--- src/hw/lb_pkg.sv ---
// --------------------
// Local bus package
// Bus, event and LED types, address map and ID words
// --------------------
package lb_pkg;

	// Bus word widths
	typedef logic [23:0] lb_addr_t;
	typedef logic [31:0] lb_data_t;

	// One bus cycle as seen by the slave
	typedef struct packed {
		logic     strobe;
		logic     rd;
		lb_addr_t addr;
		lb_data_t wdata;
	} lb_req_t;

	// Packet statistics
	typedef logic [3:0] rx_cat_t;
	typedef logic [19:0] stat_count_t;

	typedef struct packed {
		logic    valid;
		rx_cat_t category;
	} rx_event_t;

	// Board controls
	typedef logic [7:0] led_duty_t;
	typedef logic [7:0] misc_cfg_t;

	localparam int LED_CW = 10;
	localparam int MIRROR_AW = 5;

	// Identification text, reads back as "Hello world!(::)"
	localparam lb_data_t HELLO_0 = "Hell";
	localparam lb_data_t HELLO_1 = "o wo";
	localparam lb_data_t HELLO_2 = "rld!";
	localparam lb_data_t HELLO_3 = "(::)";

	// --------------------
	// Address map
	// --------------------
	// Bank 0 on addr[23:16], stats on addr[23:12], writes on addr[23:16]
	localparam logic [7:0] REGION_BANK0 = 8'h00;
	localparam logic [11:0] REGION_STATS = 12'h041;
	localparam logic [7:0] REGION_WRITE = 8'h05;

	localparam lb_data_t UNMAPPED_WORD = 32'hdeadbeef;
	localparam misc_cfg_t MISC_CFG_DEFAULT = 8'h00;

	// Direct-write offsets inside REGION_WRITE
	localparam logic [MIRROR_AW-1:0] WR_LED_MODE = 5'd1;
	localparam logic [MIRROR_AW-1:0] WR_DUTY_1 = 5'd2;
	localparam logic [MIRROR_AW-1:0] WR_DUTY_2 = 5'd3;
	localparam logic [MIRROR_AW-1:0] WR_STAT_CLEAR = 5'd4;
	localparam logic [MIRROR_AW-1:0] WR_MISC_CFG = 5'd8;

endpackage

--- src/hw/lb_board_slave.sv ---
// --------------------
// Board local bus slave
// ID and status bank, statistics, write mirror and LED controls
// --------------------
`timescale 1ns/10ps

module lb_board_slave (
	input  logic              clk,
	input  logic              rst,
	input  lb_pkg::lb_req_t   req,
	output lb_pkg::lb_data_t  rdata,
	input  logic              xdomain_fault,
	input  lb_pkg::rx_event_t rx_event,
	input  logic              led_tick,
	output lb_pkg::led_duty_t led_duty_1,
	output lb_pkg::led_duty_t led_duty_2,
	output logic [1:0]        led_user_mode,
	output lb_pkg::misc_cfg_t cfg_out
);

	logic do_rd;
	logic local_write;
	logic [lb_pkg::MIRROR_AW-1:0] wr_offset;

	// Status counters
	logic [15:0] fault_count;
	logic [31:0] uptime;

	// Read pipeline
	logic                do_rd_r;
	lb_pkg::lb_addr_t    addr_r;
	lb_pkg::lb_data_t    bank0_r;
	lb_pkg::stat_count_t stat_r;
	lb_pkg::stat_count_t stat_count;
	lb_pkg::lb_data_t    mirror_word;

	// Counter clear, registered off the write
	logic stat_clear;

	assign do_rd = req.strobe && req.rd;
	assign local_write = req.strobe && !req.rd
		&& req.addr[23:16] == lb_pkg::REGION_WRITE;
	assign wr_offset = req.addr[lb_pkg::MIRROR_AW-1:0];

	// --------------------
	// Status counters
	// --------------------
	// Fault count wraps at 16 bits
	always_ff @(posedge clk) begin
		if (rst) begin
			fault_count <= '0;
		end else if (xdomain_fault) begin
			fault_count <= fault_count + 1'b1;
		end
	end

	// Uptime in PWM periods
	always_ff @(posedge clk) begin
		if (rst) begin
			uptime <= '0;
		end else if (led_tick) begin
			uptime <= uptime + 1'b1;
		end
	end

	stat_counter_bank u_stats (
		.clk        (clk),
		.rst        (rst),
		.event_in   (rx_event),
		.clear      (stat_clear),
		.read_cat   (req.addr[3:0]),
		.read_count (stat_count)
	);

	mirror_ram u_mirror (
		.clk     (clk),
		.wr_en   (local_write),
		.wr_addr (wr_offset),
		.rd_addr (req.addr[lb_pkg::MIRROR_AW-1:0]),
		.wr_data (req.wdata),
		.rd_data (mirror_word)
	);

	// --------------------
	// First read stage
	// --------------------
	always_ff @(posedge clk) begin
		if (rst) begin
			do_rd_r <= 1'b0;
		end else begin
			do_rd_r <= do_rd;
		end
	end

	always_ff @(posedge clk) begin
		if (do_rd) begin
			addr_r <= req.addr;
			// Stats latched here so a burst keeps its own address
			stat_r <= stat_count;
			case (req.addr[3:0])
				4'h0: bank0_r <= lb_pkg::HELLO_0;
				4'h1: bank0_r <= lb_pkg::HELLO_1;
				4'h2: bank0_r <= lb_pkg::HELLO_2;
				4'h3: bank0_r <= lb_pkg::HELLO_3;
				4'h4: bank0_r <= lb_pkg::lb_data_t'(fault_count);
				4'h5: bank0_r <= uptime;
				4'h6: bank0_r <= lb_pkg::lb_data_t'(cfg_out);
				4'h7: bank0_r <= lb_pkg::lb_data_t'(led_user_mode);
				4'h8: bank0_r <= lb_pkg::lb_data_t'(led_duty_1);
				4'h9: bank0_r <= lb_pkg::lb_data_t'(led_duty_2);
				default: bank0_r <= '0;
			endcase
		end
	end

	// --------------------
	// Second read stage
	// --------------------
	// Result holds until the next read lands
	always_ff @(posedge clk) begin
		if (rst) begin
			rdata <= '0;
		end else if (do_rd_r) begin
			if (addr_r[23:16] == lb_pkg::REGION_BANK0) begin
				rdata <= bank0_r;
			end else if (addr_r[23:12] == lb_pkg::REGION_STATS) begin
				rdata <= lb_pkg::lb_data_t'(stat_r);
			end else if (addr_r[23:16] == lb_pkg::REGION_WRITE) begin
				rdata <= mirror_word;
			end else begin
				rdata <= lb_pkg::UNMAPPED_WORD;
			end
		end
	end

	// --------------------
	// Direct writes
	// --------------------
	always_ff @(posedge clk) begin
		if (rst) begin
			led_user_mode <= '0;
			led_duty_1 <= '0;
			led_duty_2 <= '0;
			cfg_out <= lb_pkg::MISC_CFG_DEFAULT;
			stat_clear <= 1'b0;
		end else begin
			stat_clear <= local_write && wr_offset == lb_pkg::WR_STAT_CLEAR;
			if (local_write) begin
				case (wr_offset)
					lb_pkg::WR_LED_MODE: led_user_mode <= req.wdata[1:0];
					lb_pkg::WR_DUTY_1:   led_duty_1 <= req.wdata[7:0];
					lb_pkg::WR_DUTY_2:   led_duty_2 <= req.wdata[7:0];
					lb_pkg::WR_MISC_CFG: cfg_out <= req.wdata[7:0];
					default: ;
				endcase
			end
		end
	end

	// Read or write must be decided on every strobe
	a_rd_known: assert property (
		@(posedge clk) disable iff (rst)
		req.strobe |-> !$isunknown(req.rd)
	) else $error("lb_board_slave: strobe with unknown rd");

	// PWM tick is a single-cycle pulse
	a_tick_pulse: assert property (
		@(posedge clk) disable iff (rst)
		led_tick |=> !led_tick
	) else $error("lb_board_slave: led_tick high on consecutive cycles");

endmodule

--- src/hw/lb_board_top.sv ---
// --------------------
// Board local bus top
// Bus slave plus LED PWM driver
// --------------------
`timescale 1ns/10ps

module lb_board_top (
	input  logic              clk,
	input  logic              rst,
	input  lb_pkg::lb_req_t   req,
	output lb_pkg::lb_data_t  rdata,
	input  logic              xdomain_fault,
	input  lb_pkg::rx_event_t rx_event,
	output logic [1:0]        led_user_mode,
	output lb_pkg::misc_cfg_t cfg_out,
	output logic              led1,
	output logic              led2
);

	lb_pkg::led_duty_t led_duty_1;
	lb_pkg::led_duty_t led_duty_2;
	logic              led_tick;

	lb_board_slave u_slave (
		.clk           (clk),
		.rst           (rst),
		.req           (req),
		.rdata         (rdata),
		.xdomain_fault (xdomain_fault),
		.rx_event      (rx_event),
		.led_tick      (led_tick),
		.led_duty_1    (led_duty_1),
		.led_duty_2    (led_duty_2),
		.led_user_mode (led_user_mode),
		.cfg_out       (cfg_out)
	);

	// Tick also paces the uptime counter
	led_pwm u_pwm (
		.clk    (clk),
		.rst    (rst),
		.duty_1 (led_duty_1),
		.duty_2 (led_duty_2),
		.led1   (led1),
		.led2   (led2),
		.tick   (led_tick)
	);

endmodule

--- src/hw/led_pwm.sv ---
// --------------------
// LED PWM
// Two duty-factor LED drivers and a period tick
// --------------------
`timescale 1ns/10ps

module led_pwm (
	input  logic              clk,
	input  logic              rst,
	input  lb_pkg::led_duty_t duty_1,
	input  lb_pkg::led_duty_t duty_2,
	output logic              led1,
	output logic              led2,
	output logic              tick
);

	logic [lb_pkg::LED_CW-1:0] pwm_cnt;
	logic [lb_pkg::LED_CW-1:0] thresh_1;
	logic [lb_pkg::LED_CW-1:0] thresh_2;

	// Duty scaled by four to span the full period
	assign thresh_1 = {duty_1, 2'b00};
	assign thresh_2 = {duty_2, 2'b00};

	// Free-running period counter
	always_ff @(posedge clk) begin
		if (rst) begin
			pwm_cnt <= '0;
		end else begin
			pwm_cnt <= pwm_cnt + 1'b1;
		end
	end

	// --------------------
	// Registered outputs
	// --------------------
	always_ff @(posedge clk) begin
		if (rst) begin
			led1 <= 1'b0;
			led2 <= 1'b0;
			tick <= 1'b0;
		end else begin
			led1 <= pwm_cnt < thresh_1;
			led2 <= pwm_cnt < thresh_2;
			// High for one cycle as the counter wraps
			tick <= &pwm_cnt;
		end
	end

endmodule

--- src/hw/mirror_ram.sv ---
// --------------------
// Write mirror memory
// One write port, one registered read port
// --------------------
`timescale 1ns/10ps

module mirror_ram (
	input  logic                          clk,
	input  logic                          wr_en,
	input  logic [lb_pkg::MIRROR_AW-1:0]  wr_addr,
	input  logic [lb_pkg::MIRROR_AW-1:0]  rd_addr,
	input  lb_pkg::lb_data_t              wr_data,
	output lb_pkg::lb_data_t              rd_data
);

	lb_pkg::lb_data_t mem [1 << lb_pkg::MIRROR_AW];

	always_ff @(posedge clk) begin
		if (wr_en) begin
			mem[wr_addr] <= wr_data;
		end
	end

	// Lines up with the slave's first read stage
	always_ff @(posedge clk) begin
		rd_data <= mem[rd_addr];
	end

endmodule

--- src/hw/stat_counter_bank.sv ---
// --------------------
// Packet category statistics
// Sixteen wrapping event counters with a synchronous clear
// --------------------
`timescale 1ns/10ps

module stat_counter_bank (
	input  logic                  clk,
	input  logic                  rst,
	input  lb_pkg::rx_event_t     event_in,
	input  logic                  clear,
	input  lb_pkg::rx_cat_t       read_cat,
	output lb_pkg::stat_count_t   read_count
);

	lb_pkg::stat_count_t counts [16];

	always_ff @(posedge clk) begin
		if (rst || clear) begin
			// Clear wins over a same-cycle event
			for (int i = 0; i < 16; i++) begin
				counts[i] <= '0;
			end
		end else if (event_in.valid) begin
			counts[event_in.category] <= counts[event_in.category] + 1'b1;
		end
	end

	// Read port straight off the counter registers
	assign read_count = counts[read_cat];

	// An event must name a real counter
	a_cat_known: assert property (
		@(posedge clk) disable iff (rst)
		event_in.valid |-> !$isunknown(event_in.category)
	) else $error("stat_counter_bank: unknown category on valid event");

endmodule

--- config.mk ---
export PLATFORM = sky130hd
export DESIGN_NAME = lb_board_top
export DESIGN_NICKNAME = d
export VERILOG_FILES = /design/src/hw/lb_pkg.sv /design/src/hw/lb_board_slave.sv /design/src/hw/lb_board_top.sv /design/src/hw/led_pwm.sv /design/src/hw/mirror_ram.sv /design/src/hw/stat_counter_bank.sv
export SDC_FILE = /design/constraint.sdc
export NUM_CORES = 2
export LEC_CHECK = 0
export BUFFER_PORTS_ARGS = -buffer_cell sky130_fd_sc_hd__clkbuf_2
export CAP_MARGIN = 20
export CORE_ASPECT_RATIO = 0.9
export CORE_MARGIN = 2
export CORE_UTILIZATION = 45
export CTS_CLUSTER_SIZE = 20
export DETAILED_ROUTE_END_ITERATION = 10
export PLACE_DENSITY_LB_ADDON = 0.1
export SETUP_SLACK_MARGIN = 0.4
export SLEW_MARGIN = 20
export SYNTH_ARGS = -nofsm -noshare
export SYNTH_HDL_FRONTEND = slang
export SYNTH_SLANG_ARGS = --single-unit
--- constraint.sdc ---
create_clock -name clk -period 7.24 [get_ports clk]
set_input_delay 0.362 -clock clk [delete_from_list [all_inputs] [get_ports clk]]
set_output_delay 0.362 -clock clk [all_outputs]
set_load 0.005 [all_outputs]
# Word level (Yosys, flattened, before mapping)
# Memory sizes are Yosys's and may differ from the RTL's. A register that Yosys moved wholly into a read port is not among the register bits.
# Cells that the tools add are included.
dict set report totals {
  mem_count 2
  ram_bits 1344
  out_inout_bits 44
  elab_cells 68
  reg_bits 177
  inputBits 66
}
dict set report classes {
  add_sub_neg 4
  n_eq_ne 17
  order_cmp 2
  n_reduce_logical 14
  n_mux 14
}
# memory words width rd rd_ports_with_merged_regs write_ports line
set mem_list {}
lappend mem_list {u_slave.u_mirror.mem 32 32 1 1 1 mirror_ram.sv:16} ;# lb_pkg::lb_data_t mem [1 << lb_pkg::MIRROR_AW];
lappend mem_list {u_slave.u_stats.counts 16 20 2 1 16 stat_counter_bank.sv:16} ;# lb_pkg::stat_count_t counts [16];
# operator n
set ops {}
lappend ops {{$pmux W32 S10} 1}
lappend ops {{$mux W32} 3}
lappend ops {{$add A32 B1 Y32 const B} 1}
lappend ops {{$add A20 B1 Y20 const B} 1}
lappend ops {{$lt A10 B10 Y1} 2}
lappend ops {{$mux W20} 1}
lappend ops {{$reduce_or A20 Y1} 1}
lappend ops {{$add A16 B1 Y16 const B} 1}
lappend ops {{$eq A4 B3 Y1 const B} 4}
lappend ops {{$eq A8 B3 Y1 const B} 2}
lappend ops {{$eq A12 B7 Y1 const B} 1}
lappend ops {{$add A10 B1 Y10 const B} 1}
lappend ops {{$eq A5 B2 Y1 const B} 2}
lappend ops {{$reduce_and A10 Y1} 1}
lappend ops {{$eq A4 B2 Y1 const B} 2}
lappend ops {{$eq A4 B4 Y1 const B} 2}
lappend ops {{$logic_not A8 Y1} 1}
lappend ops {{$mux W1} 8}
lappend ops {{$reduce_and A2 Y1} 4}
lappend ops {{$eq A5 B1 Y1 const B} 1}
lappend ops {{$eq A5 B3 Y1 const B} 1}
lappend ops {{$eq A5 B4 Y1 const B} 1}
lappend ops {{$eq A4 B1 Y1 const B} 1}
lappend ops {{$logic_and A1 B1 Y1} 4}
lappend ops {{4 further kinds} 4}

# Longest topological paths before layout
dict set report logic_depth {
  word_depth 5
  mapped_depth 14
  depth_no_buf 9
}

# Modules after synthesis
# Synthesis repeated with hierarchy kept, for this count alone.
dict set report unflattened {
  hier_cells 4197
  area_unflattened_um2 65355.2
}
# mod cells_per_inst n_inst area_each_um2 seq_area_each_um2
set by_module_without_submodules {}
lappend by_module_without_submodules {mirror_ram 2260 1 40491.3 31390.1}
lappend by_module_without_submodules {stat_counter_bank 1091 1 16671.0 9609.2}
lappend by_module_without_submodules {lb_board_slave 753 1 7374.6 4083.9}
lappend by_module_without_submodules {led_pwm 93 1 818.3 260.2}

# Worst setup path before layout
# No wires, ideal clock.
dict set report synth_timing {
  kind {input port to flip-flop}
  startpoint {in req[32] in the netlist's numbering}
  endpoint {mem u_slave.u_mirror.mem[7][0] in the netlist's numbering (enable)}
  n_path_buf 4
  setup_ns 0.501
  required_ns 6.739
  arrival_ns 4.693
  path_stages 6
  setup_slack_ns 2.046
  path_cell_list {clkbuf_1 buf_2 clkbuf_1 clkbuf_1 inv_1 nor4_1}
}
# element line
set synth_lines {}
lappend synth_lines {{from (decl)} lb_board_top.sv:10} ;# input lb_pkg::lb_req_t req,
lappend synth_lines {{to (decl)} mirror_ram.sv:16}
# No word-level cell before the write port.

==> out/metrics.yaml <==
yosys:
  mappedNetlistNets: 3514
  synth.lib_cells_used.distinct: 62
  synth-seq-cells: 1561
  ys.flop_type: "sky130_fd_sc_hd__edfxtp_1"
  syn-instance-count: 3430
  ys_warn_count: 0
  syn_area_per_cell_um2: 18.6
  synth_enable_flop_cells: 1408
  yosysSeqAreaShare_pct: 71.1
  async_reset_ff_share_pct: 0
  post_synth_instance_area_um2: 63800
worst_setup_path:
  cp_capture_type: "flop"
  cpPeakStageDelay_ns: 0.91
  critical_path.cell_chain: "clkbuf_2, nor2b_1, buf_4, a22oi_1, nand2_2, nand4_1, nor4_2, nand3b_1, xor2_2, nor2_1"
  worstPathArrival_ns: 4.58
  rr_endpoint: "u_slave.u_stats.counts[10][17]"
  crit_path_start_kind: "input port"
  slowest_stage: "sky130_fd_sc_hd__nor2b_1"
  worstSetupPathType: "input port to flop"
  critPathTopFamily: "simple AND/OR/NAND/NOR gates"
  worstPathBufferInverterCount: 2
  worst_ep_required_time_ns: 7.74
  rrSetupSlack_ns: 3.89
  worst-path-max-fanout: 19
  reg2reg_depth: 8
  crit-reg2reg-launch: "u_slave.u_stats.counts[10][0]"
floorplan:
  pin_count: 110
  num_rows: 131
  coreArea_um2: 141000
  die_width_um: 401
  dieHeight_um: 361
  design.die.area_um2: 145000
  floorplan.initialDensity_pct: 45.1
routing:
  final_antenna_net_count: 0
  remaining_drc_errors: 0
  drt_iter0_drc: 4175
  route.met3.wl_um: 14600
  drt-pass1-iter-count: 6
  routed_metal_1_wirelength_um: 74500
  met2RoutedLength_um: 82200
  drt-total-wl_um: 176000
  dr_total_vias: 34200
  vias_per_cell: 6.13
  wl_per_cell_um: 31.5
  top_layer_used: "met5"
pwr:
  static-leakage-power_nw: 23.2
  worst_ir_drop_vdd_uv: 239
  fin_total_pwr_mw: 19.2
  power_density_nw_per_um2: 267
sta:
  timing.final.max_slew_violations: 0
  finalHoldWorstSlack_ns: 0.149
  timing_worst_slew_pin_value_ns: 1.09
  unrepaired_setup_endpoints_after_global_routing: "false"
  final_critical_path_time_including_i_o_delays_and_setup_ns: 4.08
  final.setup.worst_slack_ns: 3.16
  slew_headroom_pct: 26.6
  hold_violations: 0
  setup_viol_count_final: 0
  finClkSkew_ns: 0.0169
  finalCritPeriodShare_pct: 56.4
  fmax_mhz: 245
  final.setup.tns_ns: 0
grt:
  via_count_of_the_first_global_routing_pass: 34700
  maximum_number_of_pins_on_one_net_before_global_route_repair: 105
  grt_overflow: 0
  grt_util_all_layers_pct: 24.3
  grt_first_pass_wirelength_um: 251000
  number_of_antenna_violations_at_the_first_check_in_global_routing: 11
clocking:
  worst_skew_pair.late_latency_ns: 0.78
  htree_depth: 4
  clk_transition_reported_paths_ns: 0.06
  max-clock-path-buffers: 3
  cts.sink_count: 1561
  cts_tree: "built"
  tritoncts.num_buffers: 160
  clock-root-buffer: "sky130_fd_sc_hd__clkbuf_16"
place:
  io_buffer_count: 102
  place_hpwl_um: 96000
  post_dp_cell_area_um2: 66700
  place.gp.congestion: 0.813
  pre_cts_slack_ns: 2.19
finish:
  drive_above_1_share_pct: 27.7
  finalInstanceArea_um2: 72000
  register_area_um2: 45300
  area_delta_synth_final_pct: 12.9
  multi_input_area_um2: 17600
  n_fill_cell: 11300
  nets: 3668
outcome:
  run_status: "completed"
hold_path:
  hold_path_depth: 2
  hp-start: "req[35]"
  worstHoldPathType: "input port to flop"
  hold-path-endpoint: "u_slave.bank0_r[9]"
flow_run:
  maxCapViolations: 0
-- layout by cell type (no fill, tap or decap), types with 24 or more instances in the layout --
cell type,instances
sky130_fd_sc_hd__edfxtp_1,1408
sky130_fd_sc_hd__mux4_2,486
sky130_fd_sc_hd__nor2_1,444
sky130_fd_sc_hd__clkbuf_16,164
sky130_fd_sc_hd__dfxtp_1,153
sky130_fd_sc_hd__nand2_1,152
sky130_fd_sc_hd__clkbuf_2,96
sky130_fd_sc_hd__buf_4,95
sky130_fd_sc_hd__a21oi_1,88
sky130_fd_sc_hd__nor3_1,35
sky130_fd_sc_hd__a22oi_1,34
sky130_fd_sc_hd__mux2_2,33
sky130_fd_sc_hd__nand3_1,33
sky130_fd_sc_hd__clkbuf_1,32
sky130_fd_sc_hd__xor2_1,31
sky130_fd_sc_hd__clkinv_1,29
sky130_fd_sc_hd__clkinv_2,26
sky130_fd_sc_hd__inv_1,24
-- flip-flops by register name (all words and copies together) (netlist names), 12 cells and up --
signal and cells:
u_slave.addr_r 12, u_slave.rdata 32, u_slave.u_mirror.mem 1024, u_slave.fault_count 16, u_slave.bank0_r 32, u_slave.stat_r 20
u_slave.u_mirror.rd_data 32, u_slave.uptime 32, u_slave.u_stats.counts 320
-- synthesized netlist by cell type (3+ instances only) --
library cell / instances / area, µm²
sky130_fd_sc_hd__ha_1: 18 / 225
sky130_fd_sc_hd__clkinv_1: 5 / 18.8
sky130_fd_sc_hd__o22ai_1: 16 / 100
sky130_fd_sc_hd__a211oi_1: 9 / 67.6
sky130_fd_sc_hd__nor3b_1: 3 / 22.5
sky130_fd_sc_hd__and3_1: 14 / 87.6
sky130_fd_sc_hd__o221ai_1: 8 / 70.1
sky130_fd_sc_hd__nor3_1: 39 / 195
sky130_fd_sc_hd__a21oi_1: 88 / 440
sky130_fd_sc_hd__a22oi_1: 34 / 255
sky130_fd_sc_hd__mux2i_1: 3 / 30.0
sky130_fd_sc_hd__mux4_1: 22 / 578
sky130_fd_sc_hd__nor2b_1: 6 / 37.5
sky130_fd_sc_hd__clkbuf_1: 138 / 518
sky130_fd_sc_hd__a221oi_1: 7 / 61.3
sky130_fd_sc_hd__inv_1: 25 / 93.8
sky130_fd_sc_hd__nand2b_1: 5 / 31.3
sky130_fd_sc_hd__nor2_1: 465 / 1750
sky130_fd_sc_hd__dfxtp_1: 153 / 3060
sky130_fd_sc_hd__edfxtp_1: 1408 / 42300
sky130_fd_sc_hd__xor2_1: 36 / 315
sky130_fd_sc_hd__buf_4: 3 / 22.5
sky130_fd_sc_hd__o21ai_0: 19 / 95.1
sky130_fd_sc_hd__and4_1: 3 / 26.3
sky130_fd_sc_hd__a222oi_1: 6 / 60.1
sky130_fd_sc_hd__buf_1: 42 / 158
sky130_fd_sc_hd__nand2_1: 157 / 589
sky130_fd_sc_hd__nor2_2: 10 / 62.6
sky130_fd_sc_hd__mux4_2: 486 / 10900
sky130_fd_sc_hd__and2_1: 4 / 25.0
sky130_fd_sc_hd__buf_6: 9 / 101
sky130_fd_sc_hd__a21o_1: 14 / 105
sky130_fd_sc_hd__buf_2: 25 / 125
sky130_fd_sc_hd__mux2_2: 33 / 372
sky130_fd_sc_hd__nand3_1: 33 / 165
sky130_fd_sc_hd__nor4_1: 4 / 25.0
sky130_fd_sc_hd__or3_1: 16 / 100
sky130_fd_sc_hd__nand4_1: 13 / 81.3
sky130_fd_sc_hd__xnor2_1: 16 / 140
sky130_fd_sc_hd__nand2_2: 4 / 25.0
sky130_fd_sc_hd__xnor2_2: 3 / 48.8
-- cell families after synthesis --
family	share of synthesized area (%)
simple gates	5.28
fa+ha+maj	0.353
xor+xnor	0.841
flops	71.1
buf+inv	1.69
compound gates	2.05
mux	18.7
-- how the worst max path moves through the flow --
stage                     start                        endpoint  slack, ns  depth (start not counted)
CTS                 rx_event[2]   u_slave.u_stats.counts[8][15]       3.01                         10
global placement    rx_event[2]  u_slave.u_stats.counts[10][15]       2.39                         10
finish              rx_event[2]  u_slave.u_stats.counts[10][17]       3.16                         10
floorplan               req[32]      u_slave.u_mirror.mem[7][0]       2.05                          6
detailed placement  rx_event[2]   u_slave.u_stats.counts[9][15]       2.19                         10
global route        rx_event[2]  u_slave.u_stats.counts[13][12]       2.88                         10
-- layer usage --
| layer | track usage, % | vias up |
|---|---|---|
| met2 | 37.7 | 1547 |
| met4 | 6.95 | 8 |
| met5 | 0 | - |
| met1 | 35.1 | 18300 |
| li1 | - | 14100 |
| met3 | 5.23 | 277 |
-- power by group --
group | internal, mW | switching [mW] | leakage (nW) | total, mW
clock network | 4.63 | 3.44 | 2.52 | 8.08
logic | 0.441 | 0.678 | 6.34 | 1.12
registers | 9.94 | 0.0868 | 14.4 | 10.0
-- metrics by stage --
step | instances | util (%)
final | 5578 | 51.0
after global routing | 5576 | 51.0
after global placement | 5268 | 47.2
after detailed placement | 5268 | 47.2
after floorplan | 3430 | -
after CTS | 5574 | 50.9
-- what timing repair did --
action	CTS	global route
resized for setup	0	0
hold endpoints to repair	32	0
endpoints found under the setup margin	0	0
buffers inserted	0	0
hold buffers	14	0
-- layout make-up --
| type | instances | area share [%] |
|---|---|---|
| tap | 1862 | 3.24 |
| antenna | 2 | 0.00695 |
| clock inverter | 81 | 0.971 |
| timing repair buffer | 212 | 2.00 |
| inverter | 31 | 0.172 |
| multi-input combinational | 1618 | 24.5 |
| sequential | 1561 | 63.0 |
| clock buffer | 211 | 6.15 |
No activity file was read; power rests on OpenSTA's default activity.
